$ cat src/ctrl_pkg.sv
package ctrl_pkg;

	localparam int WORD_W = 32;
	localparam int REG_ADDR_W = 4;
	localparam int OP_W = 4;
	localparam int CCR_W = 3;
	localparam int BE_W = 4;
	localparam logic [BE_W-1:0] BE_FULL = 4'hf;

	// top nibble of the instruction word
	typedef enum logic [3:0] {
		T_INH = 4'h0,
		T_CMP = 4'h3,
		T_ALU = 4'h7,
		T_LDI = 4'h8,
		T_LOAD = 4'h9,
		T_STORE = 4'ha,
		T_BRANCH = 4'hb
	} insn_class_t;

	typedef enum logic [1:0] {
		SZ_WORD = 2'd0,
		SZ_HALF = 2'd1,
		SZ_BYTE = 2'd2
	} mem_size_t;

	typedef enum logic [4:0] {
		S_RESET,
		S_FETCH,
		S_FETCH2,
		S_EVAL,
		S_ALU,
		S_ALU2,
		S_CMP,
		S_CMP2,
		S_LDI,
		S_MEM_ADDR,
		S_MEM_ADDR2,
		S_LOAD,
		S_STORE_DATA,
		S_STORE,
		S_WB,
		S_BRANCH,
		S_HALT
	} state_t;

	typedef enum logic [2:0] {
		ALU_ADD = 3'd0,
		ALU_SUB = 3'd1,
		ALU_AND = 3'd2,
		ALU_OR = 3'd3,
		ALU_XOR = 3'd4,
		ALU_LSL = 3'd5,
		ALU_ASR = 3'd6,
		ALU_LSR = 3'd7
	} alu_func_t;

	typedef enum logic [1:0] {ALU_B, ALU_SVAL, ALU_4} alu_in_t;
	typedef enum logic [1:0] {REG_ALU, REG_MDR, REG_UVAL} reg_in_t;
	typedef enum logic [1:0] {MDR_MDR, MDR_ALU, MDR_DBUS, MDR_A} mdr_in_t;
	typedef enum logic {MAR_MAR, MAR_ALU} mar_t;
	typedef enum logic [1:0] {PC_PC, PC_NEXT, PC_REL} pc_t;
	typedef enum logic {CCR_CCR, CCR_ALU} ccr_t;

endpackage

$ cat src/decode_if.sv
`timescale 1ns/1ps

interface decode_if
	import ctrl_pkg::*;
();
	insn_class_t iclass;
	logic illegal; // unknown class or size bit set
	logic [OP_W-1:0] op;
	logic [REG_ADDR_W-1:0] ra;
	logic [REG_ADDR_W-1:0] rb;
	logic [REG_ADDR_W-1:0] rc;
	mem_size_t mem_size;
	logic branch_taken; // only ever high for branch class

	modport src (
		output iclass,
		output illegal,
		output op,
		output ra,
		output rb,
		output rc,
		output mem_size,
		output branch_taken
	);

	modport dst (
		input iclass,
		input illegal,
		input op,
		input ra,
		input rb,
		input rc,
		input mem_size,
		input branch_taken
	);

endinterface

$ cat src/insn_decode.sv
`timescale 1ns/1ps

module insn_decode
	import ctrl_pkg::*;
(
	input logic [WORD_W-1:0] ir,
	input logic [CCR_W-1:0] ccr,
	decode_if.src dec
);

	insn_class_t cls;
	logic kept;
	logic taken;
	logic ccr_ltu;
	logic ccr_lt;
	logic ccr_eq;

	assign cls = insn_class_t'(ir[31:28]);
	assign {ccr_ltu, ccr_lt, ccr_eq} = ccr;

	always_comb
	begin
		case (cls)
			T_INH, T_CMP, T_ALU, T_LDI, T_LOAD, T_STORE, T_BRANCH: kept = 1'b1;
			default: kept = 1'b0;
		endcase
	end

	always_comb
	begin
		case (ir[27:24])
			4'h0: taken = 1'b1; // bra
			4'h1: taken = ccr_eq; // beq
			4'h2: taken = ~ccr_eq; // bne
			4'h3: taken = ~(ccr_ltu | ccr_eq); // bgtu
			4'h4: taken = ~(ccr_lt | ccr_eq); // bgt
			4'h5: taken = ~ccr_lt; // bge
			4'h6: taken = ccr_lt | ccr_eq; // ble
			4'h7: taken = ccr_lt; // blt
			4'h8: taken = ~ccr_ltu; // bgeu
			4'h9: taken = ccr_ltu; // bltu
			4'ha: taken = ccr_ltu | ccr_eq; // bleu
			default: taken = 1'b0;
		endcase
	end

	assign dec.iclass = cls;
	assign dec.illegal = ~kept | ir[0];
	assign dec.op = ir[27:24];
	assign dec.ra = ir[23:20];
	assign dec.rb = ir[19:16];
	assign dec.rc = ir[15:12];
	assign dec.branch_taken = (cls == T_BRANCH) && taken;

	always_comb
	begin
		case (ir[25:24])
			2'd1: dec.mem_size = SZ_HALF;
			2'd2: dec.mem_size = SZ_BYTE;
			default: dec.mem_size = SZ_WORD; // 3 also maps here
		endcase
	end

endmodule

$ cat src/dbus_master.sv
`timescale 1ns/1ps

module dbus_master
	import ctrl_pkg::*;
(
	input logic clk_i,
	input logic rst_i,
	decode_if.dst dec,
	input logic mem_req,
	input logic mem_write,
	output logic mem_done,
	input logic [1:0] datbus_align,
	input logic datbus_stall,
	input logic datbus_ack,
	output logic datbus_cyc,
	output logic datbus_stb,
	output logic datbus_write,
	output logic [BE_W-1:0] byteenable
);

	logic pending;
	logic pending_write;
	logic issue;

	function automatic logic [BE_W-1:0] lane_enable(mem_size_t size, logic [1:0] align);
		logic [BE_W-1:0] be;
		case (size)
			SZ_HALF: be = align[1] ? 4'b0011 : 4'b1100;
			SZ_BYTE: be = 4'b1000 >> align; // big endian lanes
			default: be = BE_FULL;
		endcase
		return be;
	endfunction

	assign issue = (mem_req | pending) & ~datbus_stall & ~datbus_cyc;
	assign mem_done = datbus_cyc & datbus_ack;

	always_ff @(posedge clk_i or posedge rst_i)
	begin
		if (rst_i)
		begin
			pending <= 1'b0;
			datbus_cyc <= 1'b0;
			datbus_stb <= 1'b0;
			datbus_write <= 1'b0;
			byteenable <= BE_FULL;
		end
		else
		begin
			datbus_stb <= issue; // single cycle strobe
			if (issue)
			begin
				pending <= 1'b0;
				datbus_cyc <= 1'b1;
				datbus_write <= mem_req ? mem_write : pending_write;
				byteenable <= lane_enable(dec.mem_size, datbus_align);
			end
			else if (mem_req)
				pending <= 1'b1; // held through stall
			if (mem_done)
			begin
				datbus_cyc <= 1'b0;
				datbus_write <= 1'b0;
			end
		end
	end

	always_ff @(posedge clk_i)
	begin
		if (mem_req)
			pending_write <= mem_write;
	end

endmodule

$ cat src/step_sequencer.sv
`timescale 1ns/1ps

module step_sequencer
	import ctrl_pkg::*;
(
	input logic clk_i,
	input logic rst_i,
	decode_if.dst dec,
	input logic insbus_ack,
	input logic insbus_stall,
	output logic insbus_cyc,
	output logic insbus_stb,
	output logic ir_write,
	output logic mem_req,
	output logic mem_write,
	input logic mem_done,
	output alu_func_t alu_func,
	output alu_in_t alu2sel,
	output ccr_t ccrsel,
	output reg_in_t regsel,
	output mdr_in_t mdrsel,
	output mar_t marsel,
	output pc_t pcsel,
	output logic [REG_ADDR_W-1:0] reg_read_addr1,
	output logic [REG_ADDR_W-1:0] reg_read_addr2,
	output logic [REG_ADDR_W-1:0] reg_write_addr,
	output logic reg_write,
	output logic a_write,
	output logic b_write,
	output logic halt
);

	state_t state;
	state_t state_next;
	logic insbus_cyc_next;
	logic insbus_stb_next;
	logic mem_issued; // data cycle already requested

	assign halt = (state == S_HALT);

	always_ff @(posedge clk_i or posedge rst_i)
	begin
		if (rst_i)
		begin
			state <= S_RESET;
			insbus_cyc <= 1'b0;
			insbus_stb <= 1'b0;
			mem_issued <= 1'b0;
		end
		else
		begin
			state <= state_next;
			insbus_cyc <= insbus_cyc_next;
			insbus_stb <= insbus_stb_next;
			if (mem_done)
				mem_issued <= 1'b0;
			else if (mem_req)
				mem_issued <= 1'b1;
		end
	end

	always_comb
	begin
		state_next = state;
		insbus_cyc_next = insbus_cyc;
		insbus_stb_next = insbus_stb;
		ir_write = 1'b0;
		mem_req = 1'b0;
		mem_write = 1'b0;
		alu_func = ALU_ADD;
		alu2sel = ALU_B;
		ccrsel = CCR_CCR;
		regsel = REG_ALU;
		mdrsel = MDR_MDR;
		marsel = MAR_MAR;
		pcsel = PC_PC;
		reg_read_addr1 = dec.ra;
		reg_read_addr2 = dec.rb;
		reg_write_addr = dec.ra;
		reg_write = 1'b0;
		a_write = 1'b0;
		b_write = 1'b0;

		case (state)
			S_RESET: state_next = S_FETCH;
			S_FETCH:
			begin
				ir_write = 1'b1;
				if (!insbus_stall)
				begin
					insbus_cyc_next = 1'b1;
					insbus_stb_next = 1'b1;
					state_next = S_FETCH2;
				end
			end
			S_FETCH2:
			begin
				ir_write = 1'b1;
				insbus_stb_next = 1'b0;
				if (insbus_ack)
				begin
					insbus_cyc_next = 1'b0;
					pcsel = PC_NEXT;
					state_next = S_EVAL;
				end
			end
			S_EVAL:
			begin
				a_write = 1'b1;
				b_write = 1'b1;
				if (dec.iclass == T_ALU)
				begin
					reg_read_addr1 = dec.rb; // A <= rB, B <= rC
					reg_read_addr2 = dec.rc;
				end
				else if (dec.iclass == T_LOAD || dec.iclass == T_STORE)
					reg_read_addr1 = dec.rb; // base address
				if (dec.illegal)
					state_next = S_HALT;
				else
					case (dec.iclass)
						T_INH: state_next = (dec.op == 4'h0) ? S_FETCH : S_HALT; // only nop runs on
						T_CMP: state_next = S_CMP;
						T_ALU: state_next = S_ALU;
						T_LDI: state_next = S_LDI;
						T_LOAD, T_STORE: state_next = S_MEM_ADDR;
						T_BRANCH: state_next = S_BRANCH;
						default: state_next = S_HALT;
					endcase
			end
			S_ALU, S_ALU2:
			begin
				alu_func = alu_func_t'(dec.op[2:0]);
				alu2sel = dec.op[3] ? ALU_SVAL : ALU_B;
				if (state == S_ALU2)
				begin
					mdrsel = MDR_ALU;
					state_next = S_WB;
				end
				else
					state_next = S_ALU2;
			end
			S_CMP:
			begin
				alu_func = ALU_SUB;
				state_next = S_CMP2;
			end
			S_CMP2:
			begin
				alu_func = ALU_SUB; // held while flags latch
				ccrsel = CCR_ALU;
				state_next = S_FETCH;
			end
			S_LDI:
			begin
				regsel = REG_UVAL;
				reg_write = 1'b1;
				state_next = S_FETCH;
			end
			S_MEM_ADDR:
			begin
				alu2sel = ALU_SVAL; // base plus offset
				a_write = 1'b1; // A <= rA for store data
				state_next = S_MEM_ADDR2;
			end
			S_MEM_ADDR2:
			begin
				marsel = MAR_ALU;
				state_next = (dec.iclass == T_STORE) ? S_STORE_DATA : S_LOAD;
			end
			S_STORE_DATA:
			begin
				mdrsel = MDR_A;
				state_next = S_STORE;
			end
			S_LOAD:
			begin
				mdrsel = MDR_DBUS;
				mem_req = ~mem_issued;
				if (mem_done)
					state_next = S_WB;
			end
			S_STORE:
			begin
				mem_req = ~mem_issued;
				mem_write = 1'b1;
				if (mem_done)
					state_next = S_FETCH;
			end
			S_WB:
			begin
				regsel = REG_MDR; // rA <= MDR
				reg_write = 1'b1;
				state_next = S_FETCH;
			end
			S_BRANCH:
			begin
				if (dec.branch_taken)
					pcsel = PC_REL;
				state_next = S_FETCH;
			end
			S_HALT: state_next = S_HALT;
			default: state_next = S_HALT;
		endcase
	end

endmodule

$ cat src/control_unit.sv
`timescale 1ns/1ps

module control_unit
	import ctrl_pkg::*;
(
	input logic clk_i,
	input logic rst_i,
	input logic [WORD_W-1:0] ir,
	input logic [CCR_W-1:0] ccr,
	output logic ir_write,
	input logic insbus_ack,
	input logic insbus_stall,
	output logic insbus_cyc,
	output logic insbus_stb,
	input logic datbus_ack,
	input logic datbus_stall,
	input logic [1:0] datbus_align,
	output logic datbus_cyc,
	output logic datbus_stb,
	output logic datbus_write,
	output logic [BE_W-1:0] byteenable,
	output alu_func_t alu_func,
	output alu_in_t alu2sel,
	output ccr_t ccrsel,
	output reg_in_t regsel,
	output mdr_in_t mdrsel,
	output mar_t marsel,
	output pc_t pcsel,
	output logic [REG_ADDR_W-1:0] reg_read_addr1,
	output logic [REG_ADDR_W-1:0] reg_read_addr2,
	output logic [REG_ADDR_W-1:0] reg_write_addr,
	output logic reg_write,
	output logic a_write,
	output logic b_write,
	output logic halt
);

	logic mem_req;
	logic mem_write;
	logic mem_done;

	decode_if dec ();

	insn_decode u_decode (
		.ir(ir),
		.ccr(ccr),
		.dec(dec.src)
	);

	dbus_master u_dbus (
		.clk_i(clk_i),
		.rst_i(rst_i),
		.dec(dec.dst),
		.mem_req(mem_req),
		.mem_write(mem_write),
		.mem_done(mem_done),
		.datbus_align(datbus_align),
		.datbus_stall(datbus_stall),
		.datbus_ack(datbus_ack),
		.datbus_cyc(datbus_cyc),
		.datbus_stb(datbus_stb),
		.datbus_write(datbus_write),
		.byteenable(byteenable)
	);

	step_sequencer u_seq (
		.clk_i(clk_i),
		.rst_i(rst_i),
		.dec(dec.dst),
		.insbus_ack(insbus_ack),
		.insbus_stall(insbus_stall),
		.insbus_cyc(insbus_cyc),
		.insbus_stb(insbus_stb),
		.ir_write(ir_write),
		.mem_req(mem_req),
		.mem_write(mem_write),
		.mem_done(mem_done),
		.alu_func(alu_func),
		.alu2sel(alu2sel),
		.ccrsel(ccrsel),
		.regsel(regsel),
		.mdrsel(mdrsel),
		.marsel(marsel),
		.pcsel(pcsel),
		.reg_read_addr1(reg_read_addr1),
		.reg_read_addr2(reg_read_addr2),
		.reg_write_addr(reg_write_addr),
		.reg_write(reg_write),
		.a_write(a_write),
		.b_write(b_write),
		.halt(halt)
	);

endmodule

$ cat config.mk
export PLATFORM = sky130hd
export DESIGN_NAME = control_unit
export DESIGN_NICKNAME = d
export VERILOG_FILES = /design/src/ctrl_pkg.sv /design/src/decode_if.sv /design/src/insn_decode.sv /design/src/dbus_master.sv /design/src/step_sequencer.sv /design/src/control_unit.sv
export SDC_FILE = /design/constraint.sdc
export NUM_CORES = 1
export LEC_CHECK = 0
export BUFFER_PORTS_ARGS = -buffer_cell sky130_fd_sc_hd__buf_2
export CORE_MARGIN = 8
export CORE_UTILIZATION = 49
export DETAILED_ROUTE_END_ITERATION = 10
export PLACE_DENSITY = 0.86
export SETUP_SLACK_MARGIN = 0.1
export SLEW_MARGIN = 25
export SYNTH_ARGS = -nofsm -noshare
export SYNTH_HDL_FRONTEND = slang
export SYNTH_SLANG_ARGS = --single-unit
export TNS_END_PERCENT = 30
$ cat constraint.sdc
create_clock -name clk_i -period 3.5 [get_ports clk_i]
set_clock_uncertainty 0.05 [all_clocks]
set_input_delay 0.175 -clock clk_i [delete_from_list [all_inputs] [get_ports clk_i]]
set_output_delay 0.175 -clock clk_i [all_outputs]
set_load 0.05 [all_outputs]
# == Yosys cells after proc, flatten, opt, wreduce, memory -nomap -nowiden ==
# Index checks and enable logic that the tools add are counted.
# totals
ff_bits,17
latch_bits,0
ram_bits,0
rom_bits,0
inputBits,43
out_inout_bits,39
word_cells,137
n_memories,0
# op_classes
addsub,0
mul,0
div,0
magnitude_cmp,0
eq_ne,40
shift,1
mux,49
bitwise,16
n_reduce_logical,21
# op_table
cell,n
case mux 5 bit (11 select lines),1
equality test 5 x 4 -> 1 bit (second input constant),8
2-to-1 mux 5 bit,6
case mux 5 bit (6 select lines),1
equality test 4 bit (second input constant),7
2-to-1 mux 4 bit,7
2-to-1 mux 1 bit,22
equality test 4 x 3 -> 1 bit (second input constant),5
equality test 5 x 3 -> 1 bit (second input constant),4
case mux 2 bit (2 select lines),4
OR reduction 2 bit,7
equality test 4 x 2 -> 1 bit (second input constant),3
case mux 1 bit (11 select lines),1
equality test 5 x 2 -> 1 bit (second input constant),2
NOT 1 bit,9
logical NOT 4 bit,2
!= test 2 bit (second input constant),4
case mux 4 bit (2 select lines),1
nonzero test 2 bit,4
OR reduction 7 bit,1
case mux 2 bit (3 select lines),1
case mux 3 bit (2 select lines),1
equality test 5 x 1 -> 1 bit (second input constant),1
equality test 5 bit (second input constant),1
other kinds (16),24

# == Depth between registers and ports, before layout ==
# Gate-level depths: netlist (run 1).
# logic_depth
depth_word,8
depth_mapped,6

# == Modules after synthesis ==
# Synthesis (run 1) repeated with hierarchy kept, for this count alone.
# unflattened
hier_cells,227
hier_area_um2,1808.0
# modules_own_cells
mod,n_inst,cells_per_inst,area_each_um2,seq_area_each_um2
step_sequencer,1,141,1016.0,200.2
dbus_master,1,42,466.7,225.2
insn_decode,1,44,325.3,0.0

# == Least setup slack after synthesis (run 1) ==
# OpenSTA, ideal clock, no wires.
# synth_path
kind,input-to-output
from,input ir[25]
to,output pcsel[1]
arrival_time_ns,3.605
required_ns,3.275
path_slack_ns,-0.330
path_stages,6
n_path_buf,0
path_cell_list,inv_1 -> ha_1 -> or3b_2 -> nand4_1 -> o311ai_0 -> a2111oi_0
# synth_between
elab_chain_cells,5
elab_cells_between_ends,15
# synth_lines
item,line,text
"start, declared",control_unit.sv:8,"input logic [WORD_W-1:0] ir,"
"equality test 4 bit, or another cell as far along",insn_decode.sv:31,case (ir[27:24])
case mux 1 bit (11 select lines) *,insn_decode.sv:31,
logical AND 1 bit *,insn_decode.sv:53,assign dec.branch_taken = (cls == T_BRANCH) && taken;
2-to-1 mux 2 bit *,step_sequencer.sv:198,if (dec.branch_taken)
case mux 2 bit (2 select lines) *,step_sequencer.sv:84,case (state)
"end, declared",control_unit.sv:28,"output pc_t pcsel,"
# Mark *: on every way between the ends. The rest lies on a longest branch, timed or not.

# == Worst setup path after layout (run 1) ==
# layout_path
from,register u_seq.state[0]
to,output reg_read_addr2[0]
# layout_between
elab_chain_cells,2
# layout_lines
item,line,text
"start, declared",step_sequencer.sv:33,state_t state;
"start signal, assigned",step_sequencer.sv:52,state <= state_next;
equality test 5 x 2 -> 1 bit,step_sequencer.sv:84,
2-to-1 mux 4 bit,step_sequencer.sv:84,
"end, declared",control_unit.sv:30,"output logic [REG_ADDR_W-1:0] reg_read_addr2,"
# No other way between the ends.

==> results of run 1 <==
[stage by stage]
step	total power, mW	utilization [%]
floorplan	0.8019	-
global placement	0.9322	63.07
detailed placement	0.9437	63.07
CTS	1.052	64.30
global route	1.121	64.30
finish	1.046	64.30
[flip-flops by register name, indices dropped and copies added, names as in the netlist]
signal and cells:
u_seq.insbus_stb 1, u_dbus.pending 1, u_dbus.datbus_stb 1, u_dbus.byteenable 4
u_seq.mem_issued 1, u_dbus.datbus_cyc 1, u_dbus.pending_write 1, u_seq.state 5
u_seq.insbus_cyc 1, u_dbus.datbus_write 1
[layout by cell type, fill, tap and decap left out, drive strengths merged, types with 5 or more instances in the layout]
cell	synthesis	routed
inv	12	12
nor3	7	7
ha	5	5
nor2	20	20
a31oi	6	6
nor4b	5	5
a21oi	10	10
dfrtp	12	12
nand2	9	9
o21ai	12	12
buf	5	72
nand2b	7	7
mux2	14	14
[cells by family (layout without fill, tap and decap cells)]
kind of cell	Yosys count	after routing	synth area share (%)
XOR/XNOR	3	3	1.663
buffers and inverters	28	89	7.839
other	1	1	0.2373
AO/OA/AOI/OAI	47	47	18.84
adder cells (fa/ha/maj)	5	5	3.959
flip-flops	17	17	26.92
AND/OR/NAND/NOR	79	79	29.93
multiplexers	15	15	10.61
[layout make-up]
cell class | count | area, sq um
multi-input cells | 150 | 1032
inverters | 12 | 45.04
clock inverters | 1 | 5.005
clock buffers | 3 | 22.52
repair buffers | 73 | 377.9
flip-flops and latches | 17 | 425.4
well taps | 44 | 55.05
fillers | 296 | 1090
[critical path, stage by stage, from the launching register on]
cell and delay, ns:
dfrtp_1 0.75, nand2b_1 0.27, or2_4 0.34, nor4b_4 0.38, mux2_2 0.38, buf_2 0.21
[worst paths after layout]
check / startpoint / end / slack [ns] / cells past startpoint
worst max-delay path: u_seq.state[0]$_DFFE_PP0P_ / reg_read_addr2[0] / 0.67 / 5
worst min-delay path: datbus_ack / u_seq.mem_issued$_DFFE_PP0P_ / 0.02 / 2
worst max register to register: u_seq.state[0]$_DFFE_PP0P_ / u_seq.state[2]$_DFFE_PP0P_ / 1.46 / 4
worst min register to register: u_dbus.pending_write$_DFF_P_ / u_dbus.pending_write$_DFF_P_ / 0.44 / 2
max in group asynchronous: rst_i / u_seq.state[1]$_DFFE_PP0P_ / 2.59 / 3
min in group asynchronous: rst_i / u_dbus.datbus_stb$_DFF_PP0_ / 0.43 / 3
[power by group through the flow]
stage	clock network (mW)	logic (mW)	registers, mW
6_report	0.105	0.638	0.303
5_1_grt	0.117	0.694	0.310
4_1_cts	0.110	0.642	0.301
3_5_place_dp	0	0.639	0.305
3_3_place_gp	0	0.628	0.304
2_1_floorplan	0	0.457	0.345
[per-layer routing]
metal	routed length, um	track usage (%)
met5	0	0
met4	39	4.667
met3	386	4.533
met2	2000	27.83
met1	1787	17.48
==> results.py, run 1 <==
metrics = {
    "grt": {
        "grt_pass1_wl_um": 6879,
        "grtUsageTotal_pct": 15.67,
        "grt_overflow": 0,
        "grt_pass1_vias": 1558,
        "grt_max_degree": 24,
        "antenna_found_initial": 0,
    },
    "timing": {
        "setup_slack_ns": 0.6651,
        "fin_crit_sh_pct": 81.00,
        "final_max_slew_viol_count": 0,
        "setup_viol_count_final": 0,
        "fmaxAchievable_mhz": 352.8,
        "finalHoldViolations": 0,
        "holdWs_ns": 0.01813,
        "slew-limit-headroom_pct": 56.81,
        "fin_tns_setup_ns": 0,
        "rsz0062_at_grt": "no",
        "period_needed_ns": 2.835,
        "tightest_slew_ns": 0.6479,
    },
    "placement": {
        "port_buffers": 69,
        "hpwl_um": 3412,
        "place_congestion": 0.9091,
        "place_area_sq_um": 1926,
        "pre_cts_slack_ns": 1.008,
        "place_inst": 295,
    },
    "routing": {
        "drtIter0Drc": 86,
        "wl_per_cell_um": 14.05,
        "drc": 0,
        "first_pass_iters": 5,
        "drt-total-wl_um": 4214,
        "via_per_inst": 5.440,
        "vias": 1632,
        "ant_nets": 0,
    },
    "pwr": {
        "p_leak_nw": 0.9603,
        "power.internal_uw": 494.1,
        "sw_frac_of_total_pct": 52.75,
        "p_per_area_nw_per_um2": 532.8,
        "seqPwrFrac_pct": 29.0,
        "pwr-share-clk_pct": 10.0,
        "switching_power_uw": 551.7,
        "ir_worst_vdd_v": 0.0002616,
        "combinationalPowerShare_pct": 61.0,
    },
    "run_status": {
        "status": "finished clean",
    },
    "clock_tree": {
        "cts_setup_buffers": 0,
        "cts_resized": 0,
        "clockBufferDepth": 2,
        "numCtsBuffers": 3,
        "clk_pin_slew_ns": 0.10,
        "clk_latency_ns": 0.29,
        "cts_root_buf": "clkbuf_4",
        "clock_sinks": 17,
        "postCtsHoldBufs": 1,
        "cts_tree": "yes",
        "cts.htree.levels": 1,
    },
    "cells_and_area": {
        "drive_above_1_share_pct": 38.28,
        "diodes": 0,
        "area_growth_syn_to_layout_pct": 24.23,
        "final_design_area_no_fill_sq_um": 1963,
        "fin_nets": 305,
        "instances_no_fill": 300,
    },
    "floorplan": {
        "pin_count": 82,
        "die_h_um": 72.79,
        "start_util_pct": 51.76,
        "rows": 20,
        "die_area_sq_um": 5298,
        "core_area_sq_um": 3053,
        "die_w_um": 72.79,
    },
    "synthesis": {
        "seq_area_frac_synth_pct": 26.92,
        "ys_warn_count": 0,
        "synth_top_cell_area_share_pct": 19.00,
        "ys_seq_elements": 17,
        "synth_async_sr_flop_share_pct": 94.12,
        "synth_commonest_cells": "nor2_1, mux2_2, dfrtp_1, inv_1, o21ai_0",
        "syn_area_sq_um": 1580,
        "ys_top_cells_by_area": "dfrtp_1, mux2_2, dfstp_2, nor2_1, ha_1",
        "synth_top_area_cell": "dfrtp_1",
        "syn_area_per_cell_sq_um": 8.104,
        "dominantRegCellSynth": "dfrtp_1",
        "synth_most_common_cell": "nor2_1",
        "syn_nets": 243,
        "synth_cells": 195,
        "synth_edf_count": 0,
        "ys_types": 51,
    },
    "critical_path": {
        "start_kind": "register",
        "cp_data_arrival_time_ns": 2.61,
        "critical_path_peak_fanout": 22,
        "crit_type": "reg -> out",
        "setup.worst_path.end_class": "output port",
        "required_ns": 3.27,
    },
    "job": {
        "maxCapViolCount": 0,
    },
    "hold_path": {
        "hp-class": "in -> reg",
    },
}
Power figures use the tool's default switching activity.
==> inputs of run 2 (changes only) <==
--- a/config.mk
+++ b/config.mk
@@ -7,9 +7,9 @@
 export LEC_CHECK = 0
 export BUFFER_PORTS_ARGS = -buffer_cell sky130_fd_sc_hd__buf_2
 export CORE_MARGIN = 8
-export CORE_UTILIZATION = 49
+export CORE_UTILIZATION = 41
 export DETAILED_ROUTE_END_ITERATION = 10
-export PLACE_DENSITY = 0.86
+export PLACE_DENSITY = 0.76
 export SETUP_SLACK_MARGIN = 0.1
 export SLEW_MARGIN = 25
 export SYNTH_ARGS = -nofsm -noshare
==> constraint.sdc (replaced) <==
create_clock -name clk_i -period 2.4 [get_ports clk_i]
set_clock_uncertainty 0.05 [all_clocks]
set_input_delay 0.12 -clock clk_i [delete_from_list [all_inputs] [get_ports clk_i]]
set_output_delay 0.12 -clock clk_i [all_outputs]
set_load 0.05 [all_outputs]
==> run 2 against run 1 <==
Effect of this change: global-route usage is 1.4 points lower; die area is 15% higher; sequential power is 31% higher; count of clock-buffer cells in the layout is 1 higher.
==> results.py, run 2 (synthesized netlist as in run 1, its figures left out) <==
metrics = {
    "hold_path": {
        "hp-class": "in -> reg",
        "holdPathStages": 2,
        "min-delay-start": "datbus_ack",
    },
    "grt": {
        "antenna_found_initial": 0,
        "grtUsageTotal_pct": 14.24,
        "grt_max_degree": 23,
        "grt_pass1_vias": 1647,
        "grt_overflow": 0,
        "grt_pass1_wl_um": 7500,
    },
    "routing": {
        "drt-total-wl_um": 4495,
        "drtIter0Drc": 99,
        "drc": 0,
        "via_per_inst": 5.440,
        "first_pass_iters": 4,
        "vias": 1681,
        "ant_nets": 0,
        "wl_per_cell_um": 14.55,
    },
    "timing": {
        "setup_viol_count_final": 0,
        "period_needed_ns": 2.353,
        "slew-limit-headroom_pct": 60.74,
        "fmaxAchievable_mhz": 425.0,
        "rsz0062_at_grt": "yes",
        "tightest_slew_ns": 0.5882,
        "final_max_slew_viol_count": 0,
        "fin_crit_sh_pct": 98.03,
        "finalHoldViolations": 0,
        "setup_slack_ns": 0.04719,
    },
    "clock_tree": {
        "numCtsBuffers": 3,
        "cts.htree.levels": 1,
        "cts_tree": "yes",
        "clk_latency_ns": 0.24,
        "clock_sinks": 17,
        "clk_pin_slew_ns": 0.06,
        "cts_root_buf": "clkbuf_8",
        "clockBufferDepth": 2,
    },
    "cells_and_area": {
        "fin_util_pct": 56.92,
        "largestRegisters": "u_seq.state x5, u_dbus.byteenable x4",
        "drive_above_1_share_pct": 40.23,
        "diodes": 0,
        "mostFrequentLayoutCell": "buf_2",
        "area_growth_syn_to_layout_pct": 32.86,
        "fin_nets": 310,
        "largest_register_ffs": 5,
        "final_cell_mix": "buf_2, nor2_1, inv_1, o21ai_0, dfrtp_1",
        "top_register": "u_seq.state",
    },
    "pwr": {
        "switching_power_uw": 820.2,
        "sw_frac_of_total_pct": 50.05,
        "seqPwrFrac_pct": 24.2,
        "ir_worst_vdd_v": 0.0003965,
        "total_power_mw": 1.639,
        "combinationalPowerShare_pct": 63.3,
        "p_leak_nw": 1.018,
        "pwr-share-clk_pct": 12.5,
        "p_per_area_nw_per_um2": 780.5,
        "power.internal_uw": 818.6,
    },
    "floorplan": {
        "rows": 22,
        "die_h_um": 78.09,
        "start_util_pct": 42.84,
        "core_area_sq_um": 3689,
        "die_area_sq_um": 6097,
        "pin_count": 82,
        "die_w_um": 78.09,
    },
    "run_status": {
        "status": "finished clean",
    },
    "critical_path": {
        "required_ns": 2.23,
        "r2r-start": "u_seq.state[4]$_DFFE_PP0P_",
        "worstPathCellList": "or3b_4 -> or2_4 -> nor4b_4 -> buf_6 -> mux2_4 -> buf_8",
        "crit_type": "reg -> out",
        "start_kind": "register",
        "setup.worst_path.end_class": "output port",
        "critical_path_peak_fanout": 4,
        "cp_data_arrival_time_ns": 2.18,
        "max_stage_delay_ns": 0.40,
        "startpoint": "u_seq.state[4]$_DFFE_PP0P_",
        "critPathSlowestCell": "or3b_4",
        "reg2reg_slack_ns": 0.52,
        "reg2reg_depth": 5,
    },
    "job": {
        "maxCapViolCount": 0,
    },
    "placement": {
        "pre_cts_slack_ns": 0.1424,
        "place_congestion": 0.8420,
        "port_buffers": 69,
        "hpwl_um": 3480,
    },
}
-- run 2: path summary, 6_finish.rpt --
path,to
worst max register to register,u_seq.state[2]$_DFFE_PP0P_
worst max-delay path,reg_read_addr2[3]
worst min register to register,u_seq.insbus_stb$_DFFE_PP0P_
min in group asynchronous,u_dbus.datbus_stb$_DFF_PP0_
max in group asynchronous,u_dbus.datbus_write$_DFFE_PP0P_
worst min-delay path,u_seq.mem_issued$_DFFE_PP0P_
-- run 2: layout make-up --
| cell class | instances | area, sq um |
|---|---|---|
| Clock buffer | 4 | 45.04 |
| Fill cell | 342 | 1589 |
| Sequential cell | 17 | 425.4 |
| Inverter | 12 | 45.04 |
| Timing Repair Buffer | 78 | 461.7 |
| Tap cell | 48 | 60.06 |
| Multi-Input combinational cell | 150 | 1062 |
-- run 2: what timing repair did --
item / 4_1_cts / 5_1_grt
pin swaps: 3 / 2
endpoints found under the setup margin: 8 / 9
hold buffers: 1 / 0
buffers inserted: 3 / 0
gates resized for setup: 17 / 2
hold endpoints to repair: 12 / 0
-- run 2: metrics by stage --
step                       TNS [ns]  hold slack [ns]  cell area (sq um)  cells
after floorplan             -0.4400         -0.01912               1593    195
after CTS                         0          0.02787               2093    309
after detailed placement          0           0.1633               1957    301
after global placement            0           0.1617               1957    301
final                             0          0.03309               2100    309
after global routing      -0.005868          0.02507               2100    309
-- run 2: power by group through the flow --
stage	clock network, mW	logic (mW)	registers (mW)
2_1_floorplan	0	0.674	0.503
3_3_place_gp	0	0.998	0.396
3_5_place_dp	0	1.01	0.401
4_1_cts	0.212	1.04	0.396
5_1_grt	0.221	1.13	0.406
6_report	0.205	1.04	0.396
-- run 2: layer usage --
layer | part of all wire, % | track usage [%]
met5 | 0 | 0
met4 | 0.91 | 3.333
met3 | 6.9 | 4.100
met2 | 50 | 25.93
met1 | 42 | 15.84
-- run 2: critical path: cells and delay by family, from the launching register on --
kind	cells	cell delay (ns)
muxes	1	0.32
and+or+nand+nor	3	0.93
DFF	1	0.38
buffers and inverters	2	0.32
==> inputs of run 3 (changes only) <==
--- a/config.mk
+++ b/config.mk
@@ -10,7 +10,7 @@
 export CORE_UTILIZATION = 41
 export DETAILED_ROUTE_END_ITERATION = 10
 export PLACE_DENSITY = 0.76
-export SETUP_SLACK_MARGIN = 0.1
+export RECOVER_POWER = 100
 export SLEW_MARGIN = 25
 export SYNTH_ARGS = -nofsm -noshare
 export SYNTH_HDL_FRONTEND = slang
==> run 3 against run 2 <==
Effect of this change: sequential power barely moved; first-iteration DRC count fell by 24%; count of clock-buffer cells in the layout did not move; sequential share of layout area rose by 0.41 points; final cell count fell by 0.32%; largest cell class unchanged; largest power group unchanged.
==> results.py, run 3 (synthesized netlist as in run 1, its figures left out) <==
metrics = {
    "critical_path": {
        "reg2reg_slack_ns": 0.53,
        "cp_data_arrival_time_ns": 2.22,
        "critPathSlowestCell": "or3b_4",
        "worstPathCellList": "or3b_4 -> or2_4 -> nor4b_4 -> buf_4 -> mux2_4 -> buf_8",
        "start_kind": "register",
        "required_ns": 2.23,
        "crit_type": "reg -> out",
        "critical_path_peak_fanout": 4,
        "max_stage_delay_ns": 0.40,
        "setup.worst_path.end_class": "output port",
    },
    "cells_and_area": {
        "top_register": "u_seq.state",
        "largest_register_ffs": 5,
        "multi_input_comb_area_sq_um": 1062,
        "regArea_sq_um": 425.4,
        "diodes": 0,
        "area_growth_syn_to_layout_pct": 30.25,
        "fillers": 359,
        "drive_above_1_share_pct": 31.54,
        "mostFrequentLayoutCell": "buf_2",
        "fin_nets": 309,
        "largestRegisters": "u_seq.state x5, u_dbus.byteenable x4",
        "instances_no_fill": 308,
        "final_cell_mix": "buf_2, clkbuf_1, nor2_1",
    },
    "pwr": {
        "combinationalPowerShare_pct": 62.8,
        "sw_frac_of_total_pct": 50.82,
        "p_leak_nw": 0.9329,
        "power.internal_uw": 796.2,
        "switching_power_uw": 822.7,
        "pwr-share-clk_pct": 12.7,
        "ir_worst_vdd_v": 0.0003972,
        "p_per_area_nw_per_um2": 786.6,
        "seqPwrFrac_pct": 24.5,
        "total_power_mw": 1.619,
    },
    "routing": {
        "drc": 0,
        "drt-total-wl_um": 4502,
        "ant_nets": 0,
        "vias": 1687,
        "wl_per_cell_um": 14.62,
        "drtIter0Drc": 75,
        "first_pass_iters": 4,
        "via_per_inst": 5.477,
    },
    "floorplan": {
        "start_util_pct": 42.84,
        "die_w_um": 78.09,
        "rows": 22,
        "pin_count": 82,
        "die_h_um": 78.09,
        "die_area_sq_um": 6097,
        "core_area_sq_um": 3689,
    },
    "timing": {
        "period_needed_ns": 2.385,
        "setup_viol_count_final": 0,
        "holdWs_ns": 0.03345,
        "rsz0062_at_grt": "yes",
        "final_max_slew_viol_count": 0,
        "tightest_slew_ns": 0.6196,
        "fin_crit_sh_pct": 99.38,
        "finalHoldViolations": 0,
        "fin_tns_setup_ns": 0,
        "fmaxAchievable_mhz": 419.3,
        "slew-limit-headroom_pct": 58.87,
        "setup_slack_ns": 0.01497,
    },
    "job": {
        "maxCapViolCount": 0,
    },
    "hold_path": {
        "hp-class": "in -> reg",
    },
    "clock_tree": {
        "clock_sinks": 17,
        "clk_latency_ns": 0.24,
        "cts.htree.levels": 1,
        "numCtsBuffers": 3,
        "clockBufferDepth": 2,
        "cts_tree": "yes",
        "cts_root_buf": "clkbuf_8",
        "clk_pin_slew_ns": 0.06,
    },
    "placement": {
        "pre_cts_slack_ns": 0.1424,
        "place_congestion": 0.8420,
        "hpwl_um": 3480,
        "port_buffers": 69,
        "place_inst": 301,
    },
    "grt": {
        "grt_pass1_wl_um": 7286,
        "antenna_found_initial": 0,
        "grt_pass1_vias": 1638,
        "grtUsageTotal_pct": 13.76,
        "grt_overflow": 0,
        "grt_max_degree": 23,
    },
    "run_status": {
        "status": "finished clean",
    },
}
-- run 3: critical path, delay by kind of cell, from the launching register on --
kind	cells	cell delay [ns]
and+or+nand+nor	3	0.93
DFF	1	0.38
buffers and inverters	2	0.34
muxes	1	0.32
-- run 3: what timing repair did --
item | CTS | global route
hold endpoints to repair | 12 | 0
buffers inserted | 2 | 0
hold buffers | 1 | 0
pin swaps | 2 | 2
gates resized for setup | 9 | 8
endpoints found under the setup margin | 8 | 4
cloned | 0 | 0
-- run 3: power groups by stage --
stage / sequential, mW / clock, mW / combinational, mW
after floorplan: 0.503 / 0 / 0.674
after global placement: 0.396 / 0 / 0.998
after detailed placement: 0.401 / 0 / 1.01
after CTS: 0.396 / 0.212 / 1.03
after global routing: 0.407 / 0.221 / 1.10
final: 0.397 / 0.205 / 1.02
-- run 3: cell type report --
| cell class | count | area share [%] |
|---|---|---|
| Tap cell | 48 | 2.918 |
| Multi-Input combinational cell | 150 | 51.61 |
| Inverter | 12 | 2.188 |
| Timing Repair Buffer | 77 | 20.43 |
| Clock buffer | 4 | 2.188 |
| Sequential cell | 17 | 20.67 |
-- run 3: routing by layer --
layer,vias to the layer above,global-route usage (%),part of all wire [%]
met1,797,15.09,42
met4,0,3.148,0.60
met2,51,25.60,51
met3,4,3.645,6.4
li1,835,-,-
met5,-,0,0
-- run 3: path summary, 6_finish.rpt --
kind / from / to / depth (start not counted)
min reg2reg: u_dbus.pending_write$_DFF_P_ / u_dbus.pending_write$_DFF_P_ / 2
min: datbus_ack / u_seq.mem_issued$_DFFE_PP0P_ / 2
max reg2reg: u_seq.state[1]$_DFFE_PP0P_ / u_dbus.datbus_write$_DFFE_PP0P_ / 5
max: u_seq.state[4]$_DFFE_PP0P_ / reg_read_addr2[3] / 6
max in group asynchronous: rst_i / u_dbus.datbus_write$_DFFE_PP0P_ / 3
min in group asynchronous: rst_i / u_dbus.datbus_stb$_DFF_PP0_ / 3
-- run 3: through the flow --
stage,utilization [%],area [sq um]
final,55.80,2058
after global routing,55.80,2058
after CTS,55.73,2056
after detailed placement,53.05,1957
after global placement,53.05,1957
after floorplan,-,1593
